--- src/include/tcdm_settings.svh ---
`ifndef TCDM_SETTINGS_SVH
`define TCDM_SETTINGS_SVH

// masters sharing the memory
`define TCDM_NUM_MASTERS 4
// single ported banks, word interleaved
`define TCDM_NUM_BANKS 8
// word rows held by each bank
`define TCDM_ROW_BITS 4
// memory word width
`define TCDM_DATA_WIDTH 32
// statistics counter width
`define TCDM_CNT_WIDTH 16
// request threshold width
`define TCDM_PROB_WIDTH 8

// derived index widths
`define TCDM_BANK_BITS $clog2(`TCDM_NUM_BANKS)
`define TCDM_MASTER_BITS $clog2(`TCDM_NUM_MASTERS)

`endif

--- src/tcdm_pkg.sv ---
`include "tcdm_settings.svh"

package tcdm_pkg;

  ////////////////////////////////////////
  // plain vectors
  ////////////////////////////////////////

  typedef logic [`TCDM_DATA_WIDTH-1:0] data_t;
  typedef logic [`TCDM_BANK_BITS-1:0] bank_idx_t;
  typedef logic [`TCDM_ROW_BITS-1:0] row_addr_t;
  // low bits pick the bank, high bits the row inside it
  typedef logic [`TCDM_ROW_BITS+`TCDM_BANK_BITS-1:0] word_addr_t;
  typedef logic [`TCDM_MASTER_BITS-1:0] master_idx_t;
  typedef logic [`TCDM_CNT_WIDTH-1:0] cnt_t;
  typedef logic [`TCDM_PROB_WIDTH-1:0] prob_t;

  ////////////////////////////////////////
  // enums
  ////////////////////////////////////////

  typedef enum logic [1:0] {
    PAT_UNIFORM  = 2'd0,
    PAT_LINEAR   = 2'd1,
    PAT_CONSTANT = 2'd2
  } pattern_e;

  typedef enum logic [1:0] {
    ST_IDLE  = 2'd0,
    ST_RUN   = 2'd1,
    ST_DRAIN = 2'd2,
    ST_DONE  = 2'd3
  } run_state_e;

  ////////////////////////////////////////
  // bundles
  ////////////////////////////////////////

  typedef struct packed {
    logic       req;
    word_addr_t addr;
  } mst_req_t;

  typedef struct packed {
    logic       valid;
    word_addr_t addr;
    data_t      data;
  } mst_rsp_t;

  typedef struct packed {
    logic       valid;
    word_addr_t addr;
    data_t      data;
  } load_t;

  typedef struct packed {
    cnt_t req_cnt;
    cnt_t gnt_cnt;
    cnt_t wait_cnt;
  } stat_t;

endpackage

--- src/tcdm_traffic_gen.sv ---
`timescale 1ns/1ns
`include "tcdm_settings.svh"

module tcdm_traffic_gen #(
  parameter int unsigned MASTER_ID = 0
) (
  input  logic               clk_i,
  input  logic               rst_ni,
  input  logic               gen_en_i,
  input  tcdm_pkg::pattern_e pattern_i,
  input  tcdm_pkg::prob_t    req_prob_i,
  input  logic               gnt_i,
  output tcdm_pkg::mst_req_t req_o
);

  import tcdm_pkg::*;

  // nonzero seed per master so the streams differ
  localparam logic [15:0] LFSR_SEED = 16'(MASTER_ID + 1);
  // linear walk interleaves all masters
  localparam word_addr_t LIN_STRIDE = word_addr_t'(`TCDM_NUM_MASTERS);
  localparam word_addr_t LIN_START  = word_addr_t'(MASTER_ID);

  logic [15:0] lfsr_q;
  logic        lfsr_fb;
  word_addr_t  lin_q;
  word_addr_t  draw_addr;
  mst_req_t    pend_q;
  mst_req_t    req_d;

  // fibonacci taps 16 14 13 11
  assign lfsr_fb = lfsr_q[15] ^ lfsr_q[13] ^ lfsr_q[12] ^ lfsr_q[10];

  ////////////////////////////////////////
  // address for a fresh request
  ////////////////////////////////////////

  always_comb begin
    unique case (pattern_i)
      PAT_LINEAR:   draw_addr = lin_q;
      // hot spot on word 0
      PAT_CONSTANT: draw_addr = '0;
      // upper lfsr bits, kept apart from the threshold byte
      default:      draw_addr = lfsr_q[15 -: $bits(word_addr_t)];
    endcase
  end

  // a held request wins over a new draw
  always_comb begin
    if (pend_q.req) begin
      req_d = pend_q;
    end else begin
      req_d.req  = gen_en_i && (lfsr_q[`TCDM_PROB_WIDTH-1:0] <= req_prob_i);
      req_d.addr = draw_addr;
    end
  end

  assign req_o = req_d;

  always_ff @(posedge clk_i or negedge rst_ni) begin
    if (!rst_ni) begin
      lfsr_q <= LFSR_SEED;
      lin_q  <= LIN_START;
      pend_q <= '0;
    end else begin
      lfsr_q <= {lfsr_q[14:0], lfsr_fb};
      // walk restarts at every run
      if (!gen_en_i) begin
        lin_q <= LIN_START;
      end else if (gnt_i && (pattern_i == PAT_LINEAR)) begin
        lin_q <= lin_q + LIN_STRIDE;
      end
      // keep an ungranted request for the next cycle
      pend_q.req  <= req_d.req && !gnt_i;
      pend_q.addr <= req_d.addr;
    end
  end

endmodule

--- config.mk ---
export PLATFORM = sky130hd
export DESIGN_NAME = tcdm_traffic_gen
export DESIGN_NICKNAME = d
export VERILOG_FILES = /design/src/tcdm_pkg.sv /design/src/tcdm_traffic_gen.sv
export VERILOG_INCLUDE_DIRS = /design/src /design/src/include
export SDC_FILE = /design/constraint.sdc
export NUM_CORES = 1
export LEC_CHECK = 0
export BUFFER_PORTS_ARGS = -buffer_cell sky130_fd_sc_hd__buf_2
export CAP_MARGIN = 20
export CORE_MARGIN = 2
export CORE_UTILIZATION = 57
export CTS_BUF_LIST = sky130_fd_sc_hd__clkbuf_8
export DETAILED_ROUTE_END_ITERATION = 16
export GPL_ROUTABILITY_DRIVEN = 0
export PLACE_DENSITY = 0.79
export RECOVER_POWER = 50
export SETUP_SLACK_MARGIN = 0.4
export SYNTH_ARGS = -nofsm -noshare
export SYNTH_HDL_FRONTEND = slang
export SYNTH_SLANG_ARGS = --single-unit
--- constraint.sdc ---
create_clock -name clk_i -period 1.71 [get_ports clk_i]
set_input_delay 0.2565 -clock clk_i [delete_from_list [all_inputs] [get_ports clk_i]]
set_output_delay 0.2565 -clock clk_i [all_outputs]
set_load 0.02 [all_outputs]
==> results of run 1 <==
[kinds of logic (layout without fill, tap and decap cells)]
family / after synthesis / count (layout) / share of synthesized area (%)
AO/OA/AOI/OAI: 23 / 23 / 10.8
buffers and inverters: 14 / 60 / 4.70
XOR/XNOR: 7 / 7 / 4.79
AND/OR/NAND/NOR: 33 / 33 / 13.1
flip-flops: 29 / 29 / 56.8
adder cells (fa/ha/maj): 10 / 10 / 9.78
[worst register-to-register path, cell delays in order (launching register included)]
cell and delay (ps):
dfstp_2 550, inv_2 50, ha_4 210, nand4_1 100
nor2_2 60, buf_4 130, buf_4 130, buf_4 130
buf_4 120, buf_4 130, nand3_2 80, o221ai_1 120
[metrics by stage]
| step | util [%] | power (uW) |
|---|---|---|
| finish | 90.1 | 1460 |
| global route | 90.1 | 1500 |
| CTS | 86.4 | 1410 |
| detailed placement | 66.1 | 808 |
| global placement | 66.1 | 805 |
| floorplan | - | 768 |
[timing repair]
item | CTS | global route
setup endpoints to repair | 9 | 9
pin swaps | 16 | 11
gates resized for setup | 54 | 12
buffers inserted | 15 | 4
endpoints found under the hold margin | 17 | 0
hold buffers | 1 | 0
[final cells by class]
| class | instances | area, sq um |
|---|---|---|
| tap | 28 | 35.0 |
| timing repair buffer | 41 | 339 |
| fill | 98 | 214 |
| clock buffer | 5 | 68.8 |
| sequential | 29 | 728 |
| clock inverter | 3 | 17.5 |
| inverter | 11 | 43.8 |
| multi-input combinational | 73 | 723 |
[where the power goes]
part / internal, uW / leakage [uW] / total, uW / switching [uW]
Sequential: 690 / 0.000398 / 699 / 9.03
Clock: 281 / 0.0000439 / 580 / 299
Combinational: 75.1 / 0.000494 / 180 / 105
[worst min path at each step]
stage / startpoint / end / cells after the start
floorplan: rst_ni / lfsr_q[10]$_DFF_PN0_ / 0
global placement: rst_ni / lin_q[2]$_DFFE_PN0N_ / 1
detailed placement: rst_ni / lin_q[6]$_DFFE_PN0N_ / 1
CTS: gnt_i / pend_q[7]$_DFF_PN0_ / 2
global route: gnt_i / pend_q[7]$_DFF_PN0_ / 2
finish: gnt_i / pend_q[7]$_DFF_PN0_ / 2
[sequential cells by signal, indices dropped and copies added (netlist names)]
signal / cells
lin_q: 5
pend_q: 8
lfsr_q: 16
[placed cells by master, fill, tap and decap left out, types with 2 or more instances in the layout]
| master | count |
|---|---|
| o21ai_4 | 5 |
| nand2_1 | 7 |
| dfrtp_1 | 27 |
| clkbuf_8 | 5 |
| a21oi_1 | 3 |
| buf_2 | 11 |
| ha_4 | 5 |
| nand3_1 | 2 |
| a22o_1 | 2 |
| buf_8 | 2 |
| nand2_2 | 5 |
| a21oi_2 | 3 |
| clkinv_2 | 2 |
| xnor2_1 | 6 |
| o211ai_1 | 2 |
| nand3_2 | 3 |
| inv_1 | 9 |
| ha_1 | 5 |
| a21oi_4 | 4 |
| and2_1 | 4 |
| nand4_1 | 2 |
| buf_4 | 16 |
| nor2_2 | 5 |
| buf_6 | 11 |
[metal layers]
metal / share of wire, % / vias to the layer above / routed length, um
met3: 6.4 / 29 / 291
met1: 37 / 580 / 1660
met5: 0 / - / 0
met4: 5.6 / 0 / 254
met2: 51 / 82 / 2340
li1: - / 479 / -
==> flow_metrics.env, run 1 <==
export IMPL_cap_violations=0
export IMPL_dp_cells=162
export IMPL_fp_row_count=17
export IMPL_worst_slack_ps=-336
export IMPL_r2r_setup_slack_ps=-220
export IMPL_synth_avg_cell_area_sq_um=11.0
export IMPL_slowest_stage="dfrtp_1"
export IMPL_rsz0062_at_grt="yes"
export IMPL_num_vias=1170
export IMPL_clockBufferDepth=2
export IMPL_drtIter0Drc=36
export IMPL_synth_edf_count=0
export IMPL_critical_path_depth=6
export IMPL_cts_root_buffer="clkbuf_8"
export IMPL_slew_limit_headroom_pct=57.2
export IMPL_htreeDepth=2
export IMPL_antenna_cells=0
export IMPL_numCtsBuffers=5
export IMPL_portBuffers=21
export IMPL_slowest_delay_ps=430
export IMPL_ir_drop_mv=0.837
export IMPL_fmax_mhz=489
export IMPL_path_cells="ha_4 > nor2b_1 > o211ai_1 > a21oi_2 > o21ai_2 > buf_6"
export IMPL_routed_wl_um=4550
export IMPL_placed_area_sq_mm=0.00144
export IMPL_start_kind="register"
export IMPL_wl_per_cell_um=23.9
export IMPL_synth_seq_cells=29
export IMPL_nNetsFinal=185
export IMPL_violations="setup timing"
export IMPL_finalHoldViolations=0
export IMPL_holdWs_ps=315
export IMPL_cts_tree="yes"
export IMPL_fp_dieArea_sq_mm=0.00264
export IMPL_yosysWarnings=0
export IMPL_power_density_mw_per_mm2=746
export IMPL_syn2layout_area_growth_pct=52.9
export IMPL_synth_top_area_share_pct=54.8
export IMPL_grt_use_met1_pct=31.2
export IMPL_arrival_ps=1790
export IMPL_vias_per_cell=6.16
export IMPL_top_usage_layer="met2"
export IMPL_post_dp_hpwl_um=1660
export IMPL_critPathLaunch="lfsr_q[1]$_DFF_PN0_"
export IMPL_reg2reg_depth=11
export IMPL_coreArea_sq_mm=0.00217
export IMPL_grt_util_met3_pct=7.31
export IMPL_critPathTopFamily="compound AO/OA/AOI/OAI gates"
export IMPL_ys_flop_type="dfrtp_1"
export IMPL_yosys_top_cells_count="dfrtp_1, nand2_1, inv_1"
export IMPL_final_layout_size_suffix_gt1_share_pct=53.7
export IMPL_finClkSkew_ps=13.7
export IMPL_setup_viol=2
export IMPL_syn_inst=116
export IMPL_crit_buf_inv=1
export IMPL_crit_required_ps=1450
export IMPL_r2r_start="lfsr_q[0]$_DFF_PN1_"
export IMPL_drc=0
export IMPL_clock_latency_ps=290
export IMPL_die_h_um=51.4
export IMPL_setup_worst_path_end="req_o[7]"
export IMPL_numClockSinks=29
export IMPL_ys_seq_area_share_pct=56.8
export IMPL_first_pass_iters=4
export IMPL_synth_most_common_cell="dfrtp_1"
export IMPL_yosys_top_cells_area="dfrtp_1, ha_1, xnor2_1"
export IMPL_hp_class="input pin to register"
export IMPL_instances_no_fill=190
export IMPL_grtUsageMet2_pct=51.7
export IMPL_clk_pin_slew_ps=80
export IMPL_yosysTopAreaCell="dfrtp_1"
export IMPL_setup_tns_ps=-559
export IMPL_crit_type="register to primary output"
export IMPL_gr_usage_all_layers_pct=28.3
export IMPL_slew_viol_final=0
export IMPL_finalCritPeriodShare_pct=120
export IMPL_grt_pass1_vias=1065
export IMPL_ios=22
export IMPL_syn_nets=140
export IMPL_syn_area_sq_mm=0.00128
export IMPL_async_flop_share_pct=100
export IMPL_ant_nets=0
export IMPL_final_area_sq_mm=0.00196
export IMPL_antenna_found_initial=0
export IMPL_p_leak_uw=0.000936
export IMPL_min_period_ps=2050
export IMPL_grt_max_degree=30
export IMPL_setup_worst_path_end_class="primary output"
export IMPL_die_w_um=51.4
export IMPL_rr_endpoint="pend_q[7]$_DFF_PN0_"
export IMPL_grt_overflow=0
export IMPL_cp_max_fo=2
export IMPL_dp_slack_ps=47.4
export IMPL_start_util_pct=58.9
export IMPL_tightestPinTransition_ps=641
export IMPL_ys_types=23
export IMPL_grt_pass1_wl_um=5130
export IMPL_status="finished, violations left"
(Power assumes the default switching activity.)
==> run 2: changes to the inputs <==
- BUFFER_PORTS_ARGS: -buffer_cell sky130_fd_sc_hd__buf_2 -> -buffer_cell sky130_fd_sc_hd__buf_4
==> flow_metrics.env, run 2 (synthesis results as in run 1) <==
export IMPL_ir_drop_mv=0.732
export IMPL_power_density_mw_per_mm2=745
export IMPL_setup_worst_path_end_class="primary output"
export IMPL_top_register="lfsr_q"
export IMPL_wl_per_cell_um=16.8
export IMPL_reg_top3="lfsr_q: 16 flops, pend_q: 8 flops, lin_q: 5 flops"
export IMPL_setup_tns_ps=-236
export IMPL_arrival_ps=1690
export IMPL_hp_class="input pin to register"
export IMPL_slew_viol_final=0
export IMPL_ant_nets=0
export IMPL_holdPathStages=2
export IMPL_htreeDepth=2
export IMPL_start_util_pct=58.9
export IMPL_reg2reg_depth=6
export IMPL_clockBufferDepth=2
export IMPL_fmax_mhz=514
export IMPL_start_kind="register"
export IMPL_post_dp_hpwl_um=1750
export IMPL_setup_viol=1
export IMPL_finalCritPeriodShare_pct=114
export IMPL_crit_type="register to primary output"
export IMPL_holdWs_ps=256
export IMPL_tightestPinTransition_ps=360
export IMPL_cp_max_fo=2
export IMPL_final_area_sq_mm=0.00188
export IMPL_crit_required_ps=1450
export IMPL_vias_per_cell=5.57
export IMPL_finalHoldViolations=0
export IMPL_status="finished, violations left"
export IMPL_numClockSinks=29
export IMPL_gr_usage_all_layers_pct=26.1
export IMPL_drc=0
export IMPL_layout_common_cells="dfrtp_1, buf_4, inv_1, a21oi_2, buf_6"
export IMPL_p_int_uw=1040
export IMPL_clk_pin_slew_ps=60
export IMPL_routed_wl_um=3070
export IMPL_rsz0062_at_grt="yes"
export IMPL_syn2layout_area_growth_pct=47.2
export IMPL_p_sw_share_pct=25.7
export IMPL_layout_commonest_cell="dfrtp_1"
export IMPL_final_layout_size_suffix_gt1_share_pct=49.4
export IMPL_seqPwrFrac_pct=49.9
export IMPL_fp_row_count=17
export IMPL_p_leak_uw=0.000932
export IMPL_first_pass_iters=4
export IMPL_clock_latency_ps=290
export IMPL_antenna_found_initial=0
export IMPL_numCtsBuffers=5
export IMPL_grt_pass1_wl_um=4700
export IMPL_clkPwrFrac_pct=38.5
export IMPL_slew_limit_headroom_pct=76.0
export IMPL_drtIter0Drc=14
export IMPL_grt_use_met1_pct=26.7
export IMPL_fp_dieArea_sq_mm=0.00264
export IMPL_switchingPower_uw=360
export IMPL_cts_root_buffer="clkbuf_8"
export IMPL_finClkSkew_ps=4.49
export IMPL_cts_tree="yes"
export IMPL_violations="setup timing"
export IMPL_dp_slack_ps=82.5
export IMPL_nNetsFinal=177
export IMPL_grt_util_met3_pct=10.8
export IMPL_coreArea_sq_mm=0.00217
export IMPL_die_h_um=51.4
export IMPL_grt_pass1_vias=1064
export IMPL_top_usage_layer="met2"
export IMPL_ios=22
export IMPL_pwr_share_comb_pct=11.6
export IMPL_portBuffers=21
export IMPL_largest_reg_flops=16
export IMPL_placed_area_sq_mm=0.00150
export IMPL_grtUsageMet2_pct=46.2
export IMPL_antenna_cells=0
export IMPL_die_w_um=51.4
export IMPL_cap_violations=0
export IMPL_grt_overflow=0
export IMPL_num_vias=1014
export IMPL_fin_util_pct=86.7
export IMPL_grt_max_degree=30
export IMPL_min_period_ps=1950
export IMPL_worst_slack_ps=-236
## run 2: worst paths after layout
| path | startpoint | slack, ps | to |
|---|---|---|---|
| max | lfsr_q[0]$_DFF_PN1_ | -240 | req_o[7] |
| min | gen_en_i | 260 | lin_q[5]$_DFFE_PN0N_ |
| max reg2reg | lfsr_q[0]$_DFF_PN1_ | 230 | pend_q[7]$_DFF_PN0_ |
| min reg2reg | lfsr_q[8]$_DFF_PN0_ | 360 | lfsr_q[9]$_DFF_PN0_ |
| max in group asynchronous | rst_ni | 970 | lfsr_q[0]$_DFF_PN1_ |
| min in group asynchronous | rst_ni | 420 | lfsr_q[15]$_DFF_PN0_ |
## run 2: repair_timing
item                                    in CTS  in global routing
gates resized for setup                     35                 12
hold endpoints to repair                    28                  0
buffers inserted                             6                  4
pin swaps                                    8                  7
hold buffers                                 1                  0
endpoints found under the setup margin       9                  9
## run 2: area by class of cell
type | instances | area, sq um
clock buffers | 5 | 68.8
clock inverters | 3 | 13.8
fillers | 99 | 288
inverters | 11 | 41.3
multi-input cells | 73 | 698
flip-flops and latches | 29 | 728
well taps | 28 | 35.0
repair buffers | 33 | 297
## run 2: power groups by stage
stage          combinational [uW]  sequential, uW  clock [uW]
2_1_floorplan                59.9             708           0
3_3_place_gp                  106             712           0
3_5_place_dp                  110             712           0
4_1_cts                       144             699         540
5_1_grt                       176             699         584
6_report                      162             699         540
## run 2: routing by layer
layer / vias to the layer above / wire (um)
met1: 510 / 1210
met3: 8 / 128
met5: - / 0
li1: 465 / -
met2: 31 / 1680
met4: 0 / 55
## run 2: critical path, stage by stage (launching register included)
cell	delay, ps
dfstp_2	540
inv_2	40
ha_4	140
nor2b_1	140
o211ai_1	130
a21oi_2	190
o21ai_2	80
buf_6	130
## run 2: metrics by stage
| stage | power, uW | instances |
|---|---|---|
| floorplan | 768 | 116 |
| global placement | 817 | 163 |
| detailed placement | 821 | 163 |
| CTS | 1380 | 178 |
| global route | 1460 | 182 |
| finish | 1400 | 182 |
