## src/include/tcdm_settings.svh

```systemverilog
`ifndef TCDM_SETTINGS_SVH
`define TCDM_SETTINGS_SVH

// masters sharing the memory
`define TCDM_NUM_MASTERS 4
// single ported banks, word interleaved
`define TCDM_NUM_BANKS 8
// word rows held by each bank
`define TCDM_ROW_BITS 4
// memory word width
`define TCDM_DATA_WIDTH 32
// statistics counter width
`define TCDM_CNT_WIDTH 16
// request threshold width
`define TCDM_PROB_WIDTH 8

// derived index widths
`define TCDM_BANK_BITS $clog2(`TCDM_NUM_BANKS)
`define TCDM_MASTER_BITS $clog2(`TCDM_NUM_MASTERS)

`endif

```

## src/tcdm_pkg.sv

```systemverilog
`include "tcdm_settings.svh"

package tcdm_pkg;

  ////////////////////////////////////////
  // plain vectors
  ////////////////////////////////////////

  typedef logic [`TCDM_DATA_WIDTH-1:0] data_t;
  typedef logic [`TCDM_BANK_BITS-1:0] bank_idx_t;
  typedef logic [`TCDM_ROW_BITS-1:0] row_addr_t;
  // low bits pick the bank, high bits the row inside it
  typedef logic [`TCDM_ROW_BITS+`TCDM_BANK_BITS-1:0] word_addr_t;
  typedef logic [`TCDM_MASTER_BITS-1:0] master_idx_t;
  typedef logic [`TCDM_CNT_WIDTH-1:0] cnt_t;
  typedef logic [`TCDM_PROB_WIDTH-1:0] prob_t;

  ////////////////////////////////////////
  // enums
  ////////////////////////////////////////

  typedef enum logic [1:0] {
    PAT_UNIFORM  = 2'd0,
    PAT_LINEAR   = 2'd1,
    PAT_CONSTANT = 2'd2
  } pattern_e;

  typedef enum logic [1:0] {
    ST_IDLE  = 2'd0,
    ST_RUN   = 2'd1,
    ST_DRAIN = 2'd2,
    ST_DONE  = 2'd3
  } run_state_e;

  ////////////////////////////////////////
  // bundles
  ////////////////////////////////////////

  typedef struct packed {
    logic       req;
    word_addr_t addr;
  } mst_req_t;

  typedef struct packed {
    logic       valid;
    word_addr_t addr;
    data_t      data;
  } mst_rsp_t;

  typedef struct packed {
    logic       valid;
    word_addr_t addr;
    data_t      data;
  } load_t;

  typedef struct packed {
    cnt_t req_cnt;
    cnt_t gnt_cnt;
    cnt_t wait_cnt;
  } stat_t;

endpackage

```

## src/tcdm_port_stats.sv

```systemverilog
`timescale 1ns/1ns
`include "tcdm_settings.svh"

module tcdm_port_stats (
  input  logic                         clk_i,
  input  logic                         rst_ni,
  input  logic                         clr_i,
  input  logic [`TCDM_NUM_MASTERS-1:0] req_i,
  input  logic [`TCDM_NUM_MASTERS-1:0] gnt_i,
  input  tcdm_pkg::master_idx_t        sel_i,
  output tcdm_pkg::stat_t              stat_o
);

  import tcdm_pkg::*;

  stat_t cnt_q [`TCDM_NUM_MASTERS];

  // increment that sticks at all ones
  function automatic cnt_t sat_inc(cnt_t val, logic hit);
    cnt_t res;
    res = val;
    if (hit && (val != '1)) begin
      res = val + 1'b1;
    end
    return res;
  endfunction

  ////////////////////////////////////////
  // per master counters
  ////////////////////////////////////////

  always_ff @(posedge clk_i or negedge rst_ni) begin
    if (!rst_ni) begin
      for (int m = 0; m < `TCDM_NUM_MASTERS; m++) begin
        cnt_q[m] <= '0;
      end
    end else begin
      for (int m = 0; m < `TCDM_NUM_MASTERS; m++) begin
        if (clr_i) begin
          cnt_q[m] <= '0;
        end else begin
          // cycles with a request
          cnt_q[m].req_cnt  <= sat_inc(cnt_q[m].req_cnt, req_i[m]);
          cnt_q[m].gnt_cnt  <= sat_inc(cnt_q[m].gnt_cnt, gnt_i[m]);
          // lost arbitration, request held
          cnt_q[m].wait_cnt <= sat_inc(cnt_q[m].wait_cnt, req_i[m] && !gnt_i[m]);
        end
      end
    end
  end

  // readout of one master
  assign stat_o = cnt_q[sel_i];

endmodule

```

## config.mk

```make
export PLATFORM = sky130hd
export DESIGN_NAME = tcdm_port_stats
export DESIGN_NICKNAME = d
export VERILOG_FILES = /design/src/tcdm_pkg.sv /design/src/tcdm_port_stats.sv
export VERILOG_INCLUDE_DIRS = /design/src /design/src/include
export SDC_FILE = /design/constraint.sdc
export NUM_CORES = 1
export LEC_CHECK = 0
export ABC_AREA = 1
export CELL_PAD_IN_SITES_DETAIL_PLACEMENT = 0
export CELL_PAD_IN_SITES_GLOBAL_PLACEMENT = 1
export CORE_MARGIN = 4
export CORE_UTILIZATION = 50
export CTS_CLUSTER_SIZE = 8
export DETAILED_ROUTE_END_ITERATION = 6
export DONT_BUFFER_PORTS = 1
export PLACE_DENSITY_LB_ADDON = 0.1
export SLEW_MARGIN = 20
export SYNTH_ARGS = -nofsm -noshare
export SYNTH_HDL_FRONTEND = slang
export SYNTH_SLANG_ARGS = --single-unit
export TNS_END_PERCENT = 30
```

## constraint.sdc

```tcl
create_clock -name clk_i -period 3.5 [get_ports clk_i]
set_input_delay 0 -clock clk_i [delete_from_list [all_inputs] [get_ports clk_i]]
set_output_delay 0 -clock clk_i [all_outputs]
set_load 0.005 [all_outputs]
```

==> impl_metrics.ini, run 1 <==
[status]
outcome = finished with violations
failed_checks = negative hold slack

[placed_design]
place_congestion = 0.930
post-place-ws_ns = 1.30
dp_hpwl_mm = 27.3
port_buffers = 0

[final_layout]
layout-drive-gt1-share_pct = 5.35
utilization_pct = 54.1
seq_area_um2 = 4800
antenna_cells = 0
largest_reg_flops = 192
nNetsFinal = 1976
largest_register = cnt_q
final_cell_mix = 637 x nand2_1, 240 x nor2_1, 192 x dfrtp_1
final_common_cell = nand2_1
syn2layout_area_growth_pct = 6.48
reg.largest.list = cnt_q: 192 flops
multi_input_area_um2 = 7460
fillerInstances = 2656

[clock_network]
clockBufferDepth = 2
htree_levels = 4
clock-sinks = 192
root_buffer = clkbuf_16
post_cts_buffers = 0
cts_tree = built
path_clk_slew_ns = 0.08
cts_buffers = 17
clock_latency_ns = 0.45
cts_hold_buf = 12
ctsResizeCount = 0

[synth]
synth.distinct_cells = 36
netlist_area_um2 = 13200
synth_compound_area_share_pct = 11.3
yosys.area_share.simple_pct = 39.9
yosys_register_bits = 192
yosysSeqAreaShare_pct = 36.3
syn_inst = 1987
synth_edf_count = 0
synth_flop_cell = dfrtp_1
postSynthAreaPerCell_um2 = 6.66
synth_fa_ha_area_share_pct = 1.13
synth.area.mux_share_pct = 0.151
synth-xor-area-share_pct = 3.90
synthArstFlopShare_pct = 100
yosysWarnings = 0
syn_nets = 2012
synth_top_family_by_area = simple AND/OR/NAND/NOR gates

[pwr]
ir_drop_v = 0.000301
p_leak_uw = 0.00656
total_power_uw = 4740
power_density_nw_per_um2 = 336

[global_routing]
grt_use_met2_pct = 39.3
grt_pass1_vias = 11600
grt_pass1_wl_mm = 63.2
grt_use_met1_pct = 42.8
grt-ovfl-total = 0
antenna_found_initial = 0
top_usage_layer = met1
grt.total_usage_pct = 27.0
grt_max_degree = 193
use_met3_pct = 3.03

[floorplanning]
floorplan.initialDensity_pct = 50.8
dieArea_um2 = 29200
die_x_um = 171
io_pins = 61
die_h_um = 171
core_area_um2 = 26100
rows = 59

[worst_hold_path]
hp-class = in -> async

[worst_setup_path]
path_class = reg -> reg
required_ns = 3.82
endpoint_kind = flip-flop
cp.arrival_ns = 2.63
critPathLaunchType = flip-flop
cp_max_fo = 13
r2r_cells = 9

[detailed_routing]
vias = 12900
drc = 0
avgRoutedWirePerCell_um = 17.1
routed_wl_mm = 39.2
drt_iter0_markers = 1126
vias_per_cell = 5.62
ant_nets = 0
firstDrtPassIters = 6

[timing]
hold_ws_ns = -0.765
rsz0062_at_grt = no
fin_crit_sh_pct = 65.8
fin_setup_tns_ns = 0
skew_ns = 0.0200
slew_violations = 0
hold_violations = 192
finalCriticalPeriod_ns = 2.30
setup_slack_ns = 1.20
fmax_mhz = 434
slew_headroom_pct = 27.9
setup_viol = 0
worst_pin_slew_ns = 1.08

[job]
maxCapViolCount = 0
where the power goes:
| group | internal [µW] | leakage [µW] | switching [µW] | total, µW |
|---|---|---|---|---|
| clock network | 1110 | 0.000297 | 995 | 2100 |
| logic | 96.1 | 0.00359 | 280 | 376 |
| registers | 2240 | 0.00267 | 28.6 | 2270 |
| total | 3440 | 0.00656 | 1300 | 4740 |
cells by family (layout without fill, tap and decap cells):
| kind of cell | after synthesis | after routing |
|---|---|---|
| and+or+nand+nor | 1222 | 1222 |
| AOI/OAI and AO/OA | 270 | 270 |
| buffers and inverters | 230 | 207 |
| DFF | 192 | 192 |
| xor gates and xnor gates | 59 | 59 |
| adders and majority gates | 12 | 12 |
| muxes | 2 | 2 |
metal layers:
layer  up-vias  part of all wire (%)  wire length (µm)
li1       6466                     -                 -
met1      6124                    50             19700
met2       290                    43             16700
met3        38                   5.1              1990
met4         0                   1.9               763
met5         -                     0                 0
final cells by class:
class | count | share of cell area [%]
sequential | 192 | 34.1
multi-input combinational | 1565 | 52.9
clock inverter | 13 | 1.21
clock buffer | 19 | 3.14
inverter | 157 | 4.22
timing repair buffer | 18 | 1.47
tap | 335 | 2.97
final timing paths:
kind                                           to              startpoint  slack (ns)
setup / recovery            cnt_q[66]$_DFFE_PN0P_   cnt_q[64]$_DFFE_PN0P_        1.20
hold / removal              cnt_q[45]$_DFFE_PN0P_                  rst_ni       -0.76
setup reg to reg            cnt_q[66]$_DFFE_PN0P_   cnt_q[64]$_DFFE_PN0P_        1.20
hold reg to reg            cnt_q[142]$_DFFE_PN0P_  cnt_q[142]$_DFFE_PN0P_        0.54
max in group asynchronous  cnt_q[105]$_DFFE_PN0P_                  rst_ni        3.78
min in group clk_i         cnt_q[111]$_DFFE_PN0P_                req_i[1]        0.01
critical path, stage by stage (launching register included):
cell and delay (ns):
dfrtp_1 0.43, ha_1 0.25, nand2_1 0.11, nor2_1 0.07, nand2_1 0.12, nor2_2 0.06, nor2_1 0.81, nor2_4 0.17
nand2_1 0.11, nand2_1 0.06
cell usage after synthesis, types with 2 or more instances:
| cell type | instances | area share [%] |
|---|---|---|
| nor2_1 | 240 | 6.8 |
| buf_4 | 7 | 0.40 |
| nand3b_1 | 9 | 0.51 |
| mux2i_1 | 2 | 0.15 |
| o21ai_2 | 7 | 0.46 |
| xor2_1 | 56 | 3.7 |
| buf_2 | 26 | 0.98 |
| buf_6 | 7 | 0.60 |
| o21ai_0 | 117 | 4.4 |
| buf_1 | 4 | 0.11 |
| a21oi_1 | 90 | 3.4 |
| ha_1 | 12 | 1.1 |
| inv_1 | 147 | 4.2 |
| nor4_1 | 2 | 0.094 |
| clkbuf_1 | 29 | 0.82 |
| dfrtp_1 | 192 | 36 |
| o211ai_1 | 9 | 0.51 |
| nand3_1 | 176 | 6.7 |
| o21bai_1 | 19 | 1.1 |
| nor3_1 | 11 | 0.42 |
| inv_2 | 7 | 0.20 |
| nand2_2 | 15 | 0.71 |
| nor2_2 | 11 | 0.52 |
| xnor2_1 | 3 | 0.20 |
| clkinv_2 | 2 | 0.076 |
| nand4_1 | 99 | 4.7 |
| or2_2 | 11 | 0.52 |
| a31oi_1 | 2 | 0.094 |
| nand2_1 | 637 | 18 |
| nor2_4 | 10 | 0.85 |
| o22ai_1 | 23 | 1.1 |
stage by stage:
step	hold slack, ns	instances	instance area [µm²]
global placement	-0.290	2255	13400
finish	-0.765	2299	14100
floorplan	-0.296	1987	13200
CTS	-0.779	2299	14100
detailed placement	-0.289	2255	13400
global route	-0.791	2299	14100
Note: power is estimated with default switching activity, not from simulation.
==> inputs of run 2 (changes only) <==
--- a/config.mk
+++ b/config.mk
@@ -6,7 +6,7 @@
 export SDC_FILE = /design/constraint.sdc
 export NUM_CORES = 1
 export LEC_CHECK = 0
-export ABC_AREA = 1
+export ABC_AREA = 0
 export CELL_PAD_IN_SITES_DETAIL_PLACEMENT = 0
 export CELL_PAD_IN_SITES_GLOBAL_PLACEMENT = 1
 export CORE_MARGIN = 4
==> constraint.sdc (replaced) <==
create_clock -name clk_i -period 2.3 [get_ports clk_i]
set_input_delay 0 -clock clk_i [delete_from_list [all_inputs] [get_ports clk_i]]
set_output_delay 0 -clock clk_i [all_outputs]
set_load 0.005 [all_outputs]
==> run 2 against run 1 <==
  * The run ends with design-rule violations, negative hold slack, negative setup slack left
  * Power is 42% higher
  * Die area is 9.3% lower
  * Flip-flop and latch count stayed put
==> impl_metrics.ini, run 2 <==
[status]
outcome = finished with violations
failed_checks = design-rule violations, negative hold slack, negative setup slack

[synth]
synth.area.mux_share_pct = 13.8
synth_area_leaders = dfrtp_1 40%, mux4_2 9.0%, a21oi_1 5.1%
yosysSeqAreaShare_pct = 40.2
syn_inst = 1227
syn_nets = 1252
yosys_register_bits = 192
synth.largest_area_cell = dfrtp_1
synth_top_family_by_area = simple AND/OR/NAND/NOR gates
yosysTopAreaCellShare_pct = 40.2
yosysWarnings = 0
synth_commonest_cells = 192 x dfrtp_1, 121 x a21oi_1, 79 x nor2_1, 77 x nand3_1, 67 x nand2_1
yosys.area_share.simple_pct = 25.7
yosysMostFrequentCell = dfrtp_1
synth_edf_count = 0
synth_fa_ha_area_share_pct = 1.26
synth_compound_area_share_pct = 15.2
netlist_area_um2 = 12000
synth.distinct_cells = 60
synthArstFlopShare_pct = 100
postSynthAreaPerCell_um2 = 9.74
synth_flop_cell = dfrtp_1
synth-xor-area-share_pct = 0.586

[timing]
setup_viol = 2
setup_slack_ns = -0.00156
slew_headroom_pct = 57.7
fmax_mhz = 434
finalCriticalPeriod_ns = 2.30
hold_ws_ns = -0.759
worst_pin_slew_ns = 0.630
slew_violations = 0
rsz0062_at_grt = yes
fin_crit_sh_pct = 100
hold_violations = 193
fin_setup_tns_ns = -0.00250
skew_ns = 0.0123

[worst_setup_path]
cp_max_fo = 8
critPathLaunchType = flip-flop
r2r_start = cnt_q[40]$_DFFE_PN0P_
path_class = reg -> reg
startpoint = cnt_q[40]$_DFFE_PN0P_
slowest_delay_ns = 0.56
endpoint_kind = flip-flop
worstPathCellList = nand4_1 > nor3_1 > buf_4 > or4_1 > a21oi_1 > dlygate4sd3_1
cp.arrival_ns = 2.62
crit_slowest_cell = dlygate4sd3_1
required_ns = 2.62

[pwr]
p_seq_share_pct = 51.5
power_density_nw_per_um2 = 476
total_power_uw = 6760
ir_drop_v = 0.000302
p_int_uw = 5050
switchingPower_uw = 1710
p_leak_uw = 0.00553
combPwrFrac_pct = 5.6
p_sw_share_pct = 25.3
p_clk_share_pct = 42.9

[floorplanning]
dieArea_um2 = 26400
rows = 56
core_area_um2 = 23500
io_pins = 61
die_h_um = 163
floorplan.initialDensity_pct = 50.9
die_x_um = 163

[clock_network]
clock-sinks = 192
cts_tree = built
clockBufferDepth = 2
cts_buffers = 17
clock_latency_ns = 0.44
path_clk_slew_ns = 0.08
root_buffer = clkbuf_16
htree_levels = 4

[detailed_routing]
routed_wl_mm = 35.5
drc = 8
drt_iter0_markers = 815
ant_nets = 0
avgRoutedWirePerCell_um = 21.3
firstDrtPassIters = 7
vias_per_cell = 6.52
vias = 10900

[final_layout]
fin_cells = 1666
layout-drive-gt1-share_pct = 17.7
fillerInstances = 2026
reg.largest.list = cnt_q: 192 flops
largest_reg_flops = 192
final_cell_mix = 163 x dfrtp_1, 121 x a21oi_1, 104 x dlygate4sd3_1
nNetsFinal = 1359
syn2layout_area_growth_pct = 18.8
final_common_cell = dfrtp_1
largest_register = cnt_q
antenna_cells = 0

[global_routing]
grt.total_usage_pct = 26.9
grt_max_degree = 193
grt_pass1_vias = 10300
antenna_found_initial = 0
grt_pass1_wl_mm = 56.7
grt-ovfl-total = 0

[worst_hold_path]
hp-class = in -> async

[placed_design]
port_buffers = 0
placedCellCount = 1512
dp_hpwl_mm = 22.2
place_congestion = 0.874

[job]
maxCapViolCount = 0
==> run 2: cell types whose count changed after synthesis, moves of 48 or more <==
| cell | before | now |
|---|---|---|
| nor2_1 | 240 | 79 |
| o21ai_0 | 117 | 45 |
| inv_1 | 147 | 22 |
| mux4_2 | 0 | 48 |
| nand2_1 | 637 | 67 |
| xor2_1 | 56 | 8 |
| nand3_1 | 176 | 77 |
==> run 2: logic make-up (layout without fill, tap and decap cells) <==
logic type                 Yosys count  count (layout)
and+or+nand+nor                    538             538
AOI/OAI and AO/OA                  286             286
DFF                                192             192
muxes                              100             100
buffers and inverters               91             211
adders and majority gates           12              12
xor gates and xnor gates             8               8
==> run 2: stage by stage <==
stage / area [µm²] / setup slack, ns / hold WS (ns) / utilization [%]
2_1_floorplan: 12000 / 0.398 / -0.296 / -
6_report: 14200 / -0.00156 / -0.759 / 60.5
3_5_place_dp: 12300 / 0.232 / -0.289 / 52.5
4_1_cts: 13900 / 0.0171 / -0.774 / 59.4
3_3_place_gp: 12300 / 0.299 / -0.289 / 52.5
5_1_grt: 14200 / -0.114 / -0.786 / 60.5
==> run 2: final timing paths <==
path / end / slack (ns) / cells past startpoint
worst max-delay path: cnt_q[40]$_DFFE_PN0P_ / -0.002 / 6
worst min-delay path: cnt_q[180]$_DFFE_PN0P_ / -0.76 / 0
worst max register to register: cnt_q[40]$_DFFE_PN0P_ / -0.002 / 6
worst min register to register: cnt_q[58]$_DFFE_PN0P_ / 0.56 / 1
max in group asynchronous: cnt_q[25]$_DFFE_PN0P_ / 2.80 / 0
min in group clk_i: cnt_q[161]$_DFFE_PN0P_ / -0.06 / 4
==> run 2: routing by layer <==
metal / vias to the layer above / wire (µm) / global-route usage (%)
met2: 308 / 16700 / 42.9
met3: 63 / 2310 / 5.69
met1: 5453 / 15600 / 37.1
li1: 5041 / - / -
met5: - / 0 / 0
met4: 0 / 892 / 8.62
==> run 2: cell type report <==
| class | count | area [µm²] | area share [%] |
|---|---|---|---|
| Clock inverter | 14 | 119 | 0.837 |
| Multi-Input combinational cell | 944 | 6870 | 48.4 |
| Sequential cell | 192 | 4840 | 34.1 |
| Clock buffer | 18 | 429 | 3.02 |
| Inverter | 23 | 86.3 | 0.608 |
| Tap cell | 319 | 399 | 2.81 |
| Timing Repair Buffer | 156 | 1450 | 10.2 |
==> run 2: critical path: cells and delay by family, from the launching register on <==
kind | cells | cell delay [ns]
AOI/OAI and AO/OA | 1 | 0.06
DFF | 1 | 0.47
buffers and inverters | 2 | 0.79
and+or+nand+nor | 3 | 0.87
==> run 2: power groups by stage <==
stage	logic, µW	clock network [µW]	registers, µW
2_1_floorplan	286	0	3520
3_3_place_gp	230	0	3540
3_5_place_dp	234	0	3540
4_1_cts	356	2980	3480
5_1_grt	416	3120	3490
6_report	380	2900	3480
==> run 2: timing repair <==
action	4_1_cts	5_1_grt
setup endpoints to repair	0	53
buffers inserted	0	15
hold endpoints to repair	374	193
resized for setup	0	57
hold buffers	105	1
