<file path="src/include/tcdm_settings.svh">
`ifndef TCDM_SETTINGS_SVH
`define TCDM_SETTINGS_SVH

// masters sharing the memory
`define TCDM_NUM_MASTERS 4
// single ported banks, word interleaved
`define TCDM_NUM_BANKS 8
// word rows held by each bank
`define TCDM_ROW_BITS 4
// memory word width
`define TCDM_DATA_WIDTH 32
// statistics counter width
`define TCDM_CNT_WIDTH 16
// request threshold width
`define TCDM_PROB_WIDTH 8

// derived index widths
`define TCDM_BANK_BITS $clog2(`TCDM_NUM_BANKS)
`define TCDM_MASTER_BITS $clog2(`TCDM_NUM_MASTERS)

`endif

</file>
<file path="src/tcdm_pkg.sv">
`include "tcdm_settings.svh"

package tcdm_pkg;

  ////////////////////////////////////////
  // plain vectors
  ////////////////////////////////////////

  typedef logic [`TCDM_DATA_WIDTH-1:0] data_t;
  typedef logic [`TCDM_BANK_BITS-1:0] bank_idx_t;
  typedef logic [`TCDM_ROW_BITS-1:0] row_addr_t;
  // low bits pick the bank, high bits the row inside it
  typedef logic [`TCDM_ROW_BITS+`TCDM_BANK_BITS-1:0] word_addr_t;
  typedef logic [`TCDM_MASTER_BITS-1:0] master_idx_t;
  typedef logic [`TCDM_CNT_WIDTH-1:0] cnt_t;
  typedef logic [`TCDM_PROB_WIDTH-1:0] prob_t;

  ////////////////////////////////////////
  // enums
  ////////////////////////////////////////

  typedef enum logic [1:0] {
    PAT_UNIFORM  = 2'd0,
    PAT_LINEAR   = 2'd1,
    PAT_CONSTANT = 2'd2
  } pattern_e;

  typedef enum logic [1:0] {
    ST_IDLE  = 2'd0,
    ST_RUN   = 2'd1,
    ST_DRAIN = 2'd2,
    ST_DONE  = 2'd3
  } run_state_e;

  ////////////////////////////////////////
  // bundles
  ////////////////////////////////////////

  typedef struct packed {
    logic       req;
    word_addr_t addr;
  } mst_req_t;

  typedef struct packed {
    logic       valid;
    word_addr_t addr;
    data_t      data;
  } mst_rsp_t;

  typedef struct packed {
    logic       valid;
    word_addr_t addr;
    data_t      data;
  } load_t;

  typedef struct packed {
    cnt_t req_cnt;
    cnt_t gnt_cnt;
    cnt_t wait_cnt;
  } stat_t;

endpackage

</file>
<file path="src/tcdm_bank_mem.sv">
`timescale 1ns/1ns
`include "tcdm_settings.svh"

module tcdm_bank_mem (
  input  logic                clk_i,
  input  logic                cs_i,
  input  tcdm_pkg::row_addr_t row_i,
  input  logic                we_i,
  input  tcdm_pkg::row_addr_t wrow_i,
  input  tcdm_pkg::data_t     wdata_i,
  output tcdm_pkg::data_t     rdata_o
);

  import tcdm_pkg::*;

  localparam int unsigned DEPTH = 2 ** `TCDM_ROW_BITS;

  data_t mem_q [DEPTH];
  data_t rdata_q;

  ////////////////////////////////////////
  // storage
  ////////////////////////////////////////

  // load port writes, used only while no run is active
  always_ff @(posedge clk_i) begin
    if (we_i) begin
      mem_q[wrow_i] <= wdata_i;
    end
  end

  // one cycle read, output held when not selected
  always_ff @(posedge clk_i) begin
    if (cs_i) begin
      rdata_q <= mem_q[row_i];
    end
  end

  assign rdata_o = rdata_q;

endmodule

</file>
<file path="src/tcdm_bank_xbar.sv">
`timescale 1ns/1ns
`include "tcdm_settings.svh"

module tcdm_bank_xbar (
  input  logic                                         clk_i,
  input  logic                                         rst_ni,
  input  tcdm_pkg::mst_req_t [`TCDM_NUM_MASTERS-1:0]   req_i,
  output logic [`TCDM_NUM_MASTERS-1:0]                 gnt_o,
  input  tcdm_pkg::load_t                              load_i,
  output tcdm_pkg::mst_rsp_t [`TCDM_NUM_MASTERS-1:0]   rsp_o,
  output logic                                         busy_o
);

  import tcdm_pkg::*;

  localparam int unsigned NM = `TCDM_NUM_MASTERS;
  localparam int unsigned NB = `TCDM_NUM_BANKS;

  logic [NB-1:0][NM-1:0] bank_gnt;
  logic [NM-1:0]         req_vld;
  logic [NM-1:0]         gnt_q;
  word_addr_t            addr_q [NM];
  data_t                 bank_rdata [NB];
  bank_idx_t             load_bank;
  row_addr_t             load_row;

  assign load_bank = load_i.addr[`TCDM_BANK_BITS-1:0];
  assign load_row  = load_i.addr[`TCDM_BANK_BITS +: `TCDM_ROW_BITS];

  ////////////////////////////////////////
  // per bank decode and round robin
  ////////////////////////////////////////

  for (genvar b = 0; b < NB; b++) begin : g_bank
    logic [NM-1:0] hit;
    logic [NM-1:0] win;
    master_idx_t   win_idx;
    master_idx_t   cand;
    master_idx_t   rr_q;
    logic          found;
    logic          we;
    row_addr_t     row;

    for (genvar m = 0; m < NM; m++) begin : g_hit
      assign hit[m] = req_i[m].req && (req_i[m].addr[`TCDM_BANK_BITS-1:0] == bank_idx_t'(b));
    end

    // first requester at or after the pointer
    always_comb begin
      win     = '0;
      win_idx = rr_q;
      found   = 1'b0;
      cand    = rr_q;
      for (int i = 0; i < NM; i++) begin
        cand = master_idx_t'((int'(rr_q) + i) % NM);
        if (!found && hit[cand]) begin
          found     = 1'b1;
          win[cand] = 1'b1;
          win_idx   = cand;
        end
      end
    end

    // pointer moves past the winner, only on a grant
    always_ff @(posedge clk_i or negedge rst_ni) begin
      if (!rst_ni) begin
        rr_q <= '0;
      end else if (found) begin
        rr_q <= master_idx_t'((int'(win_idx) + 1) % NM);
      end
    end

    assign row = req_i[win_idx].addr[`TCDM_BANK_BITS +: `TCDM_ROW_BITS];
    assign we  = load_i.valid && (load_bank == bank_idx_t'(b));
    assign bank_gnt[b] = win;

    tcdm_bank_mem bank_mem_inst (
      .clk_i   (clk_i),
      .cs_i    (found),
      .row_i   (row),
      .we_i    (we),
      .wrow_i  (load_row),
      .wdata_i (load_i.data),
      .rdata_o (bank_rdata[b])
    );
  end

  // each master targets one bank, so at most one bit set per master
  always_comb begin
    gnt_o = '0;
    for (int b = 0; b < NB; b++) begin
      gnt_o = gnt_o | bank_gnt[b];
    end
  end

  ////////////////////////////////////////
  // response routing
  ////////////////////////////////////////

  always_ff @(posedge clk_i or negedge rst_ni) begin
    if (!rst_ni) begin
      gnt_q <= '0;
    end else begin
      gnt_q <= gnt_o;
    end
  end

  // granted address picks the bank whose read data returns
  always_ff @(posedge clk_i) begin
    for (int m = 0; m < NM; m++) begin
      if (gnt_o[m]) begin
        addr_q[m] <= req_i[m].addr;
      end
    end
  end

  always_comb begin
    for (int m = 0; m < NM; m++) begin
      req_vld[m]     = req_i[m].req;
      rsp_o[m].valid = gnt_q[m];
      rsp_o[m].addr  = addr_q[m];
      rsp_o[m].data  = bank_rdata[addr_q[m][`TCDM_BANK_BITS-1:0]];
    end
  end

  // pending requests or reads still in flight
  assign busy_o = (|req_vld) || (|gnt_q);

endmodule

</file>
<file path="config.mk">
export PLATFORM = sky130hd
export DESIGN_NAME = tcdm_bank_xbar
export DESIGN_NICKNAME = d
export VERILOG_FILES = /design/src/tcdm_pkg.sv /design/src/tcdm_bank_mem.sv /design/src/tcdm_bank_xbar.sv
export VERILOG_INCLUDE_DIRS = /design/src /design/src/include
export SDC_FILE = /design/constraint.sdc
export NUM_CORES = 2
export LEC_CHECK = 0
export BUFFER_PORTS_ARGS = -buffer_cell sky130_fd_sc_hd__buf_4
export CORE_MARGIN = 3
export CORE_UTILIZATION = 30
export CTS_BUF_LIST = sky130_fd_sc_hd__clkbuf_16
export DETAILED_ROUTE_END_ITERATION = 16
export GPL_TIMING_DRIVEN = 0
export PLACE_DENSITY_LB_ADDON = 0.2
export SLEW_MARGIN = 25
export SYNTH_ARGS = -nofsm -noshare
export SYNTH_HDL_FRONTEND = slang
export SYNTH_MEMORY_MAX_BITS = 65536
export SYNTH_SLANG_ARGS = --single-unit
</file>
<file path="constraint.sdc">
create_clock -name clk_i -period 5.6 [get_ports clk_i]
set_clock_uncertainty 0.15 [all_clocks]
set_input_delay 0.56 -clock clk_i [delete_from_list [all_inputs] [get_ports clk_i]]
set_output_delay 0.56 -clock clk_i [all_outputs]
set_load 0.005 [all_outputs]
</file>
==> flow_summary.html <==
<table>
<tr><th>Metric</th><th>Value</th></tr>
<tr><th colspan="2">Timing</th></tr>
<tr><td>Final Critical Period</td><td>5.66 ns</td></tr>
<tr><td>Setup tns final</td><td>-0.0674 ns</td></tr>
<tr><td>Maximum clock frequency</td><td>approximately 0.18 GHz</td></tr>
<tr><td>Slew at the pin closest to its max-slew limit</td><td>1.15 ns</td></tr>
<tr><td>Total of endpoints with negative setup slack in the final report</td><td>3</td></tr>
<tr><td>Final number of hold-violating endpoints</td><td>0</td></tr>
<tr><td>Final number of max-transition violations</td><td>0</td></tr>
<tr><td>Worst path setup slack after routing</td><td>-0.0588 ns</td></tr>
<tr><td>Tcrit/Tclk final</td><td>101%</td></tr>
<tr><td>Worst slew margin relative to its limit</td><td>approximately 23%</td></tr>
<tr><th colspan="2">Place</th></tr>
<tr><td>Gpl congestion</td><td>0.902</td></tr>
<tr><td>Worst setup slack after placement</td><td>-1.59 ns</td></tr>
<tr><td>Placed standard-cell area</td><td>200000 um^2</td></tr>
<tr><td>DP Cell Count</td><td>just under 20000</td></tr>
<tr><td>Port Buffer Count</td><td>238</td></tr>
<tr><td>HPWL after detailed placement</td><td>476 mm</td></tr>
<tr><th colspan="2">Cells and area</th></tr>
<tr><td>Fin nets</td><td>12535</td></tr>
<tr><td>Post-route cell area</td><td>218000 um^2</td></tr>
<tr><td>Area Growth Syn to Fin</td><td>20.5%</td></tr>
<tr><td>Fillers</td><td>56691</td></tr>
<tr><td>Fraction of layout instances using a drive strength above 1</td><td>21.6%</td></tr>
<tr><td>Non-filler cells in the finished layout</td><td>20866</td></tr>
<tr><th colspan="2">Power and ir drop</th></tr>
<tr><td>Relative contribution of combinational cells to total power</td><td>about half</td></tr>
<tr><td>Largest vdd supply drop</td><td>around 0.38 mV</td></tr>
<tr><td>Sequential share of power</td><td>29.4%</td></tr>
<tr><td>Internal portion of total power</td><td>~77 mW</td></tr>
<tr><td>Total power divided by cell area</td><td>643 nW/um^2</td></tr>
<tr><td>Sw Ratio</td><td>45.0%</td></tr>
<tr><td>Leak Pwr</td><td>72.8 nW</td></tr>
<tr><td>Share of power burned in the clock network</td><td>21.8%</td></tr>
<tr><td>Net switching component of the power</td><td>between 60 and 70 mW</td></tr>
<tr><th colspan="2">Floorplan</th></tr>
<tr><td>Starting Density</td><td>~30%</td></tr>
<tr><td>Floorplan Core Area</td><td>599000 um^2</td></tr>
<tr><td>Number of cell rows</td><td>284</td></tr>
<tr><td>Die boundary height</td><td>783 um</td></tr>
<tr><td>Horizontal die dimension</td><td>just under 800 um</td></tr>
<tr><td>Floorplan die area</td><td>roughly 610000 um^2</td></tr>
<tr><td>Boundary pin count</td><td>239</td></tr>
<tr><th colspan="2">Setup path</th></tr>
<tr><td>Required time of the critical path</td><td>~6.1 ns</td></tr>
<tr><td>Worst Path Buf+Inv</td><td>5</td></tr>
<tr><td>Endpoint of the most critical setup path</td><td>g_bank[1].bank_mem_inst.rdata_o[3]</td></tr>
<tr><td>Critical Path Stages</td><td>14</td></tr>
<tr><td>Startpoint of the worst-slack reg-to-reg timing path</td><td>g_bank[6].rr_q[0]</td></tr>
<tr><td>Slowest cell on crit path</td><td>sky130_fd_sc_hd__o311ai_1</td></tr>
<tr><td>Largest stage delay, worst path</td><td>around 0.87 ns</td></tr>
<tr><td>Worst EP arrival</td><td>6.19 ns</td></tr>
<tr><td>Maximum fanout along the worst path</td><td>10</td></tr>
<tr><td>Kind of start point of the critical path</td><td>input port</td></tr>
<tr><td>Critical Path End Type</td><td>register</td></tr>
<tr><td>Cell-by-cell listing of the critical path</td><td>dlygate4sd3_1, buf_4, clkbuf_1, nand4bb_1, o311ai_1, o21ai_1, a31oi_4, buf_12, mux4_2, nand2_1, clkbuf_4, a221oi_1, nor3_2, nand2_1</td></tr>
<tr><td>Crit Reg-Reg Endpoint</td><td>g_bank[6].bank_mem_inst.rdata_o[28]</td></tr>
<tr><td>Setup Crit Path Kind</td><td>in2reg</td></tr>
<tr><td>Beginning of the critical path</td><td>req_i[8]</td></tr>
<tr><td>Largest delay share family, worst path</td><td>buffers and inverters</td></tr>
<tr><td>Most common cell on crit path</td><td>sky130_fd_sc_hd__nand2_1</td></tr>
<tr><td>Setup slack of the most critical reg-to-reg path</td><td>0.10 ns</td></tr>
<tr><td>Reg2Reg Depth</td><td>18</td></tr>
<tr><th colspan="2">Logic synthesis</th></tr>
<tr><td>Distinct cells, synth</td><td>92</td></tr>
<tr><td>Synthesized Nets</td><td>between 10000 and 15000</td></tr>
<tr><td>Primary FF master, synth</td><td>sky130_fd_sc_hd__edfxtp_1</td></tr>
<tr><td>Yosys top cell area share</td><td>between 70% and 80%</td></tr>
<tr><td>Number of flops mapped to enable cells by yosys</td><td>4380</td></tr>
<tr><td>Gate Count Post-Synth</td><td>11381</td></tr>
<tr><td>Cell types with the highest counts after synthesis</td><td>4380 x sky130_fd_sc_hd__edfxtp_1, 2026 x sky130_fd_sc_hd__nand2_1, 922 x sky130_fd_sc_hd__mux2i_1</td></tr>
<tr><td>Library cell with the highest instance count after synthesis</td><td>sky130_fd_sc_hd__edfxtp_1</td></tr>
<tr><td>Mapped Avg Cell Area</td><td>~16 um^2</td></tr>
<tr><td>Number of synthesized register bits</td><td>4400</td></tr>
<tr><td>Summed instance area of the synthesized netlist</td><td>181000 um^2</td></tr>
<tr><td>YS warnings</td><td>0</td></tr>
<tr><td>Library cell with the largest summed area after synthesis</td><td>sky130_fd_sc_hd__edfxtp_1</td></tr>
<tr><td>Post-synthesis sequential area ratio</td><td>73.0%</td></tr>
<tr><td>Area contributors post-synth</td><td>sky130_fd_sc_hd__edfxtp_1 73%, sky130_fd_sc_hd__mux4_2 5.1%, sky130_fd_sc_hd__mux2i_1 5.1%, sky130_fd_sc_hd__nand2_1 4.2%, sky130_fd_sc_hd__mux2_2 2.0%</td></tr>
<tr><td>Asr flop ratio synth</td><td>0.455%</td></tr>
<tr><th colspan="2">Global route</th></tr>
<tr><td>Overall fraction of global-route tracks in use</td><td>a little over a fifth</td></tr>
<tr><td>Wire length of the first global-routing pass</td><td>899 mm</td></tr>
<tr><td>Pin count of the biggest net entering global routing</td><td>79</td></tr>
<tr><td>Congestion Overflow GR</td><td>0</td></tr>
<tr><td>Number of antenna violations at the first check in global routing</td><td>105</td></tr>
<tr><td>Number of global-route vias before repair</td><td>104294</td></tr>
<tr><th colspan="2">Detailed routing</th></tr>
<tr><td>Antenna-violating nets left</td><td>0</td></tr>
<tr><td>Total number of vias</td><td>110408</td></tr>
<tr><td>Drc violations</td><td>0</td></tr>
<tr><td>Number of violations reported at the end of detailed-routing iteration 0</td><td>14194</td></tr>
<tr><td>Wirelength, routed</td><td>667 mm</td></tr>
<tr><td>Via/cell ratio</td><td>5.29</td></tr>
<tr><td>WL/cell</td><td>32.0 um</td></tr>
<tr><td>Number of iterations in the first detailed-routing pass</td><td>10</td></tr>
<tr><th colspan="2">Clock network</th></tr>
<tr><td>Clk Latency, worst-skew pair</td><td>~1.1 ns</td></tr>
<tr><td>Maximum clock path buffer count</td><td>4</td></tr>
<tr><td>H-Tree Level Count</td><td>5</td></tr>
<tr><td>Clock root cell</td><td>sky130_fd_sc_hd__clkbuf_16</td></tr>
<tr><td>Clock tree from TritonCTS</td><td>built</td></tr>
<tr><td># clock sinks</td><td>4400</td></tr>
<tr><td>Inserted Clock Buffers</td><td>467</td></tr>
<tr><td>Clock-pin slew of the registers on the worst-case setup and hold paths</td><td>0.07 ns</td></tr>
<tr><th colspan="2">Flow run</th></tr>
<tr><td>Number of max-cap violations</td><td>0</td></tr>
<tr><th colspan="2">Outcome</th></tr>
<tr><td>Result of the run</td><td>complete, but fails checks</td></tr>
<tr><td>Violated checks</td><td>setup timing</td></tr>
<tr><th colspan="2">Min path</th></tr>
<tr><td>Min-delay worst type</td><td>in2reg</td></tr>
</table>
[worst min path at each step]
stage | depth (start not counted) | from | end
after detailed placement | 1 | rst_ni | gnt_q[0]
final | 3 | load_i[36] | g_bank[6].bank_mem_inst.mem_q[3][4]
after global placement | 1 | rst_ni | gnt_q[0]
after global routing | 3 | load_i[36] | g_bank[0].bank_mem_inst.mem_q[7][28]
after floorplan | 0 | rst_ni | g_bank[0].rr_q[0]
after CTS | 3 | load_i[38] | g_bank[5].bank_mem_inst.mem_q[13][12]
[final cells by class]
class | count | area (um^2) | share of cell area [%]
plain buffers | 723 | 3560 | 1.63
multi-input cells | 6214 | 48300 | 22.2
repair buffers | 582 | 8890 | 4.08
clock inverters | 395 | 3260 | 1.50
clock buffers | 469 | 11700 | 5.38
well taps | 8008 | 10000 | 4.59
flip-flops and latches | 4400 | 132000 | 60.5
diodes | 41 | 103 | 0.0470
inverters | 34 | 130 | 0.0597
[worst register-to-register path, cell delays in order (launching register included)]
cell and delay [ns]:
sky130_fd_sc_hd__dfrtp_1 0.39, sky130_fd_sc_hd__buf_2 0.19, sky130_fd_sc_hd__inv_2 0.22, sky130_fd_sc_hd__ha_1 0.27, sky130_fd_sc_hd__buf_1 0.21, sky130_fd_sc_hd__or3_1 0.40
sky130_fd_sc_hd__a2111oi_0 0.44, sky130_fd_sc_hd__or3_4 0.25, sky130_fd_sc_hd__or2_1 0.23, sky130_fd_sc_hd__xnor2_4 0.15, sky130_fd_sc_hd__buf_12 0.16, sky130_fd_sc_hd__mux2i_1 0.36
sky130_fd_sc_hd__mux2_4 0.36, sky130_fd_sc_hd__clkbuf_4 0.34, sky130_fd_sc_hd__clkbuf_2 0.35, sky130_fd_sc_hd__nand3_1 0.12, sky130_fd_sc_hd__a21oi_1 0.40, sky130_fd_sc_hd__nor4_2 0.12
sky130_fd_sc_hd__buf_4 0.19
[power groups by stage]
| stage | Combinational, mW | Sequential [mW] | Clock (mW) |
|---|---|---|---|
| detailed placement | 65.1 | 41.7 | 0 |
| finish | 68.5 | 41.1 | 30.5 |
| global route | 71.4 | 41.1 | 32.3 |
| CTS | 67.6 | 41.0 | 31.0 |
| global placement | 64.2 | 41.8 | 0 |
| floorplan | 32.1 | 40.0 | 0 |
[cell families after synthesis]
| group | share of synthesized area (%) |
|---|---|
| xor+xnor | 0.0906 |
| fa+ha+maj | 0.270 |
| buf+inv | 1.83 |
| compound gates | 4.95 |
| mux | 12.3 |
| flops | 73.0 |
| simple gates | 7.58 |
[state kept, by name (all words and copies together) (netlist names)]
name and count:
g_bank.rr_q 16, addr_q 28, g_bank.bank_mem_inst.mem_q 4096, gnt_q 4, g_bank.bank_mem_inst.rdata_o 256
[placed cells by master, fill, tap and decap left out, types with 91 or more instances in the layout]
cell | synthesis | layout
sky130_fd_sc_hd__nor2_1 | 237 | 97
sky130_fd_sc_hd__clkinv_1 | 2 | 110
sky130_fd_sc_hd__clkbuf_2 | 0 | 171
sky130_fd_sc_hd__edfxtp_1 | 4380 | 4380
sky130_fd_sc_hd__nand4_1 | 121 | 121
sky130_fd_sc_hd__a22oi_1 | 156 | 156
sky130_fd_sc_hd__inv_1 | 30 | 122
sky130_fd_sc_hd__buf_4 | 42 | 302
sky130_fd_sc_hd__buf_16 | 0 | 159
sky130_fd_sc_hd__nand3_1 | 515 | 505
sky130_fd_sc_hd__mux2_2 | 329 | 325
sky130_fd_sc_hd__buf_2 | 209 | 189
sky130_fd_sc_hd__mux4_2 | 412 | 412
sky130_fd_sc_hd__clkbuf_16 | 0 | 469
sky130_fd_sc_hd__clkinv_2 | 0 | 91
sky130_fd_sc_hd__o211ai_1 | 133 | 133
sky130_fd_sc_hd__nand2_1 | 2026 | 2009
sky130_fd_sc_hd__clkbuf_1 | 412 | 230
sky130_fd_sc_hd__nor2_4 | 1 | 132
sky130_fd_sc_hd__a21oi_1 | 406 | 399
sky130_fd_sc_hd__mux2i_1 | 922 | 902
[through the flow]
| stage | utilization [%] | total power [mW] | hold slack [ns] |
|---|---|---|---|
| finish | 36.4 | 140 | 0.128 |
| global route | 36.4 | 145 | 0.0523 |
| CTS | 36.3 | 140 | 0.0185 |
| detailed placement | 33.4 | 107 | 0.375 |
| global placement | 32.2 | 106 | 0.378 |
| floorplan | - | 72.1 | 0.114 |
[what timing repair did]
| action | CTS | global route |
|---|---|---|
| setup buffers | 20 | 5 |
| resized for setup | 319 | 206 |
| pin swaps | 27 | 22 |
| hold buffers | 63 | 0 |
| endpoints found under the setup margin | 252 | 220 |
| endpoints found under the hold margin | 2084 | 0 |
| gates cloned | 1 | 0 |
[metal layers]
layer	GRT usage (%)	vias to the layer above	part of all wire (%)
met2	32.1	4889	44
met4	5.36	30	2.9
li1	-	46796	-
met5	0	-	0.026
met1	30.3	57893	44
met3	4.96	800	9.2
(Power assumes the default switching activity.)
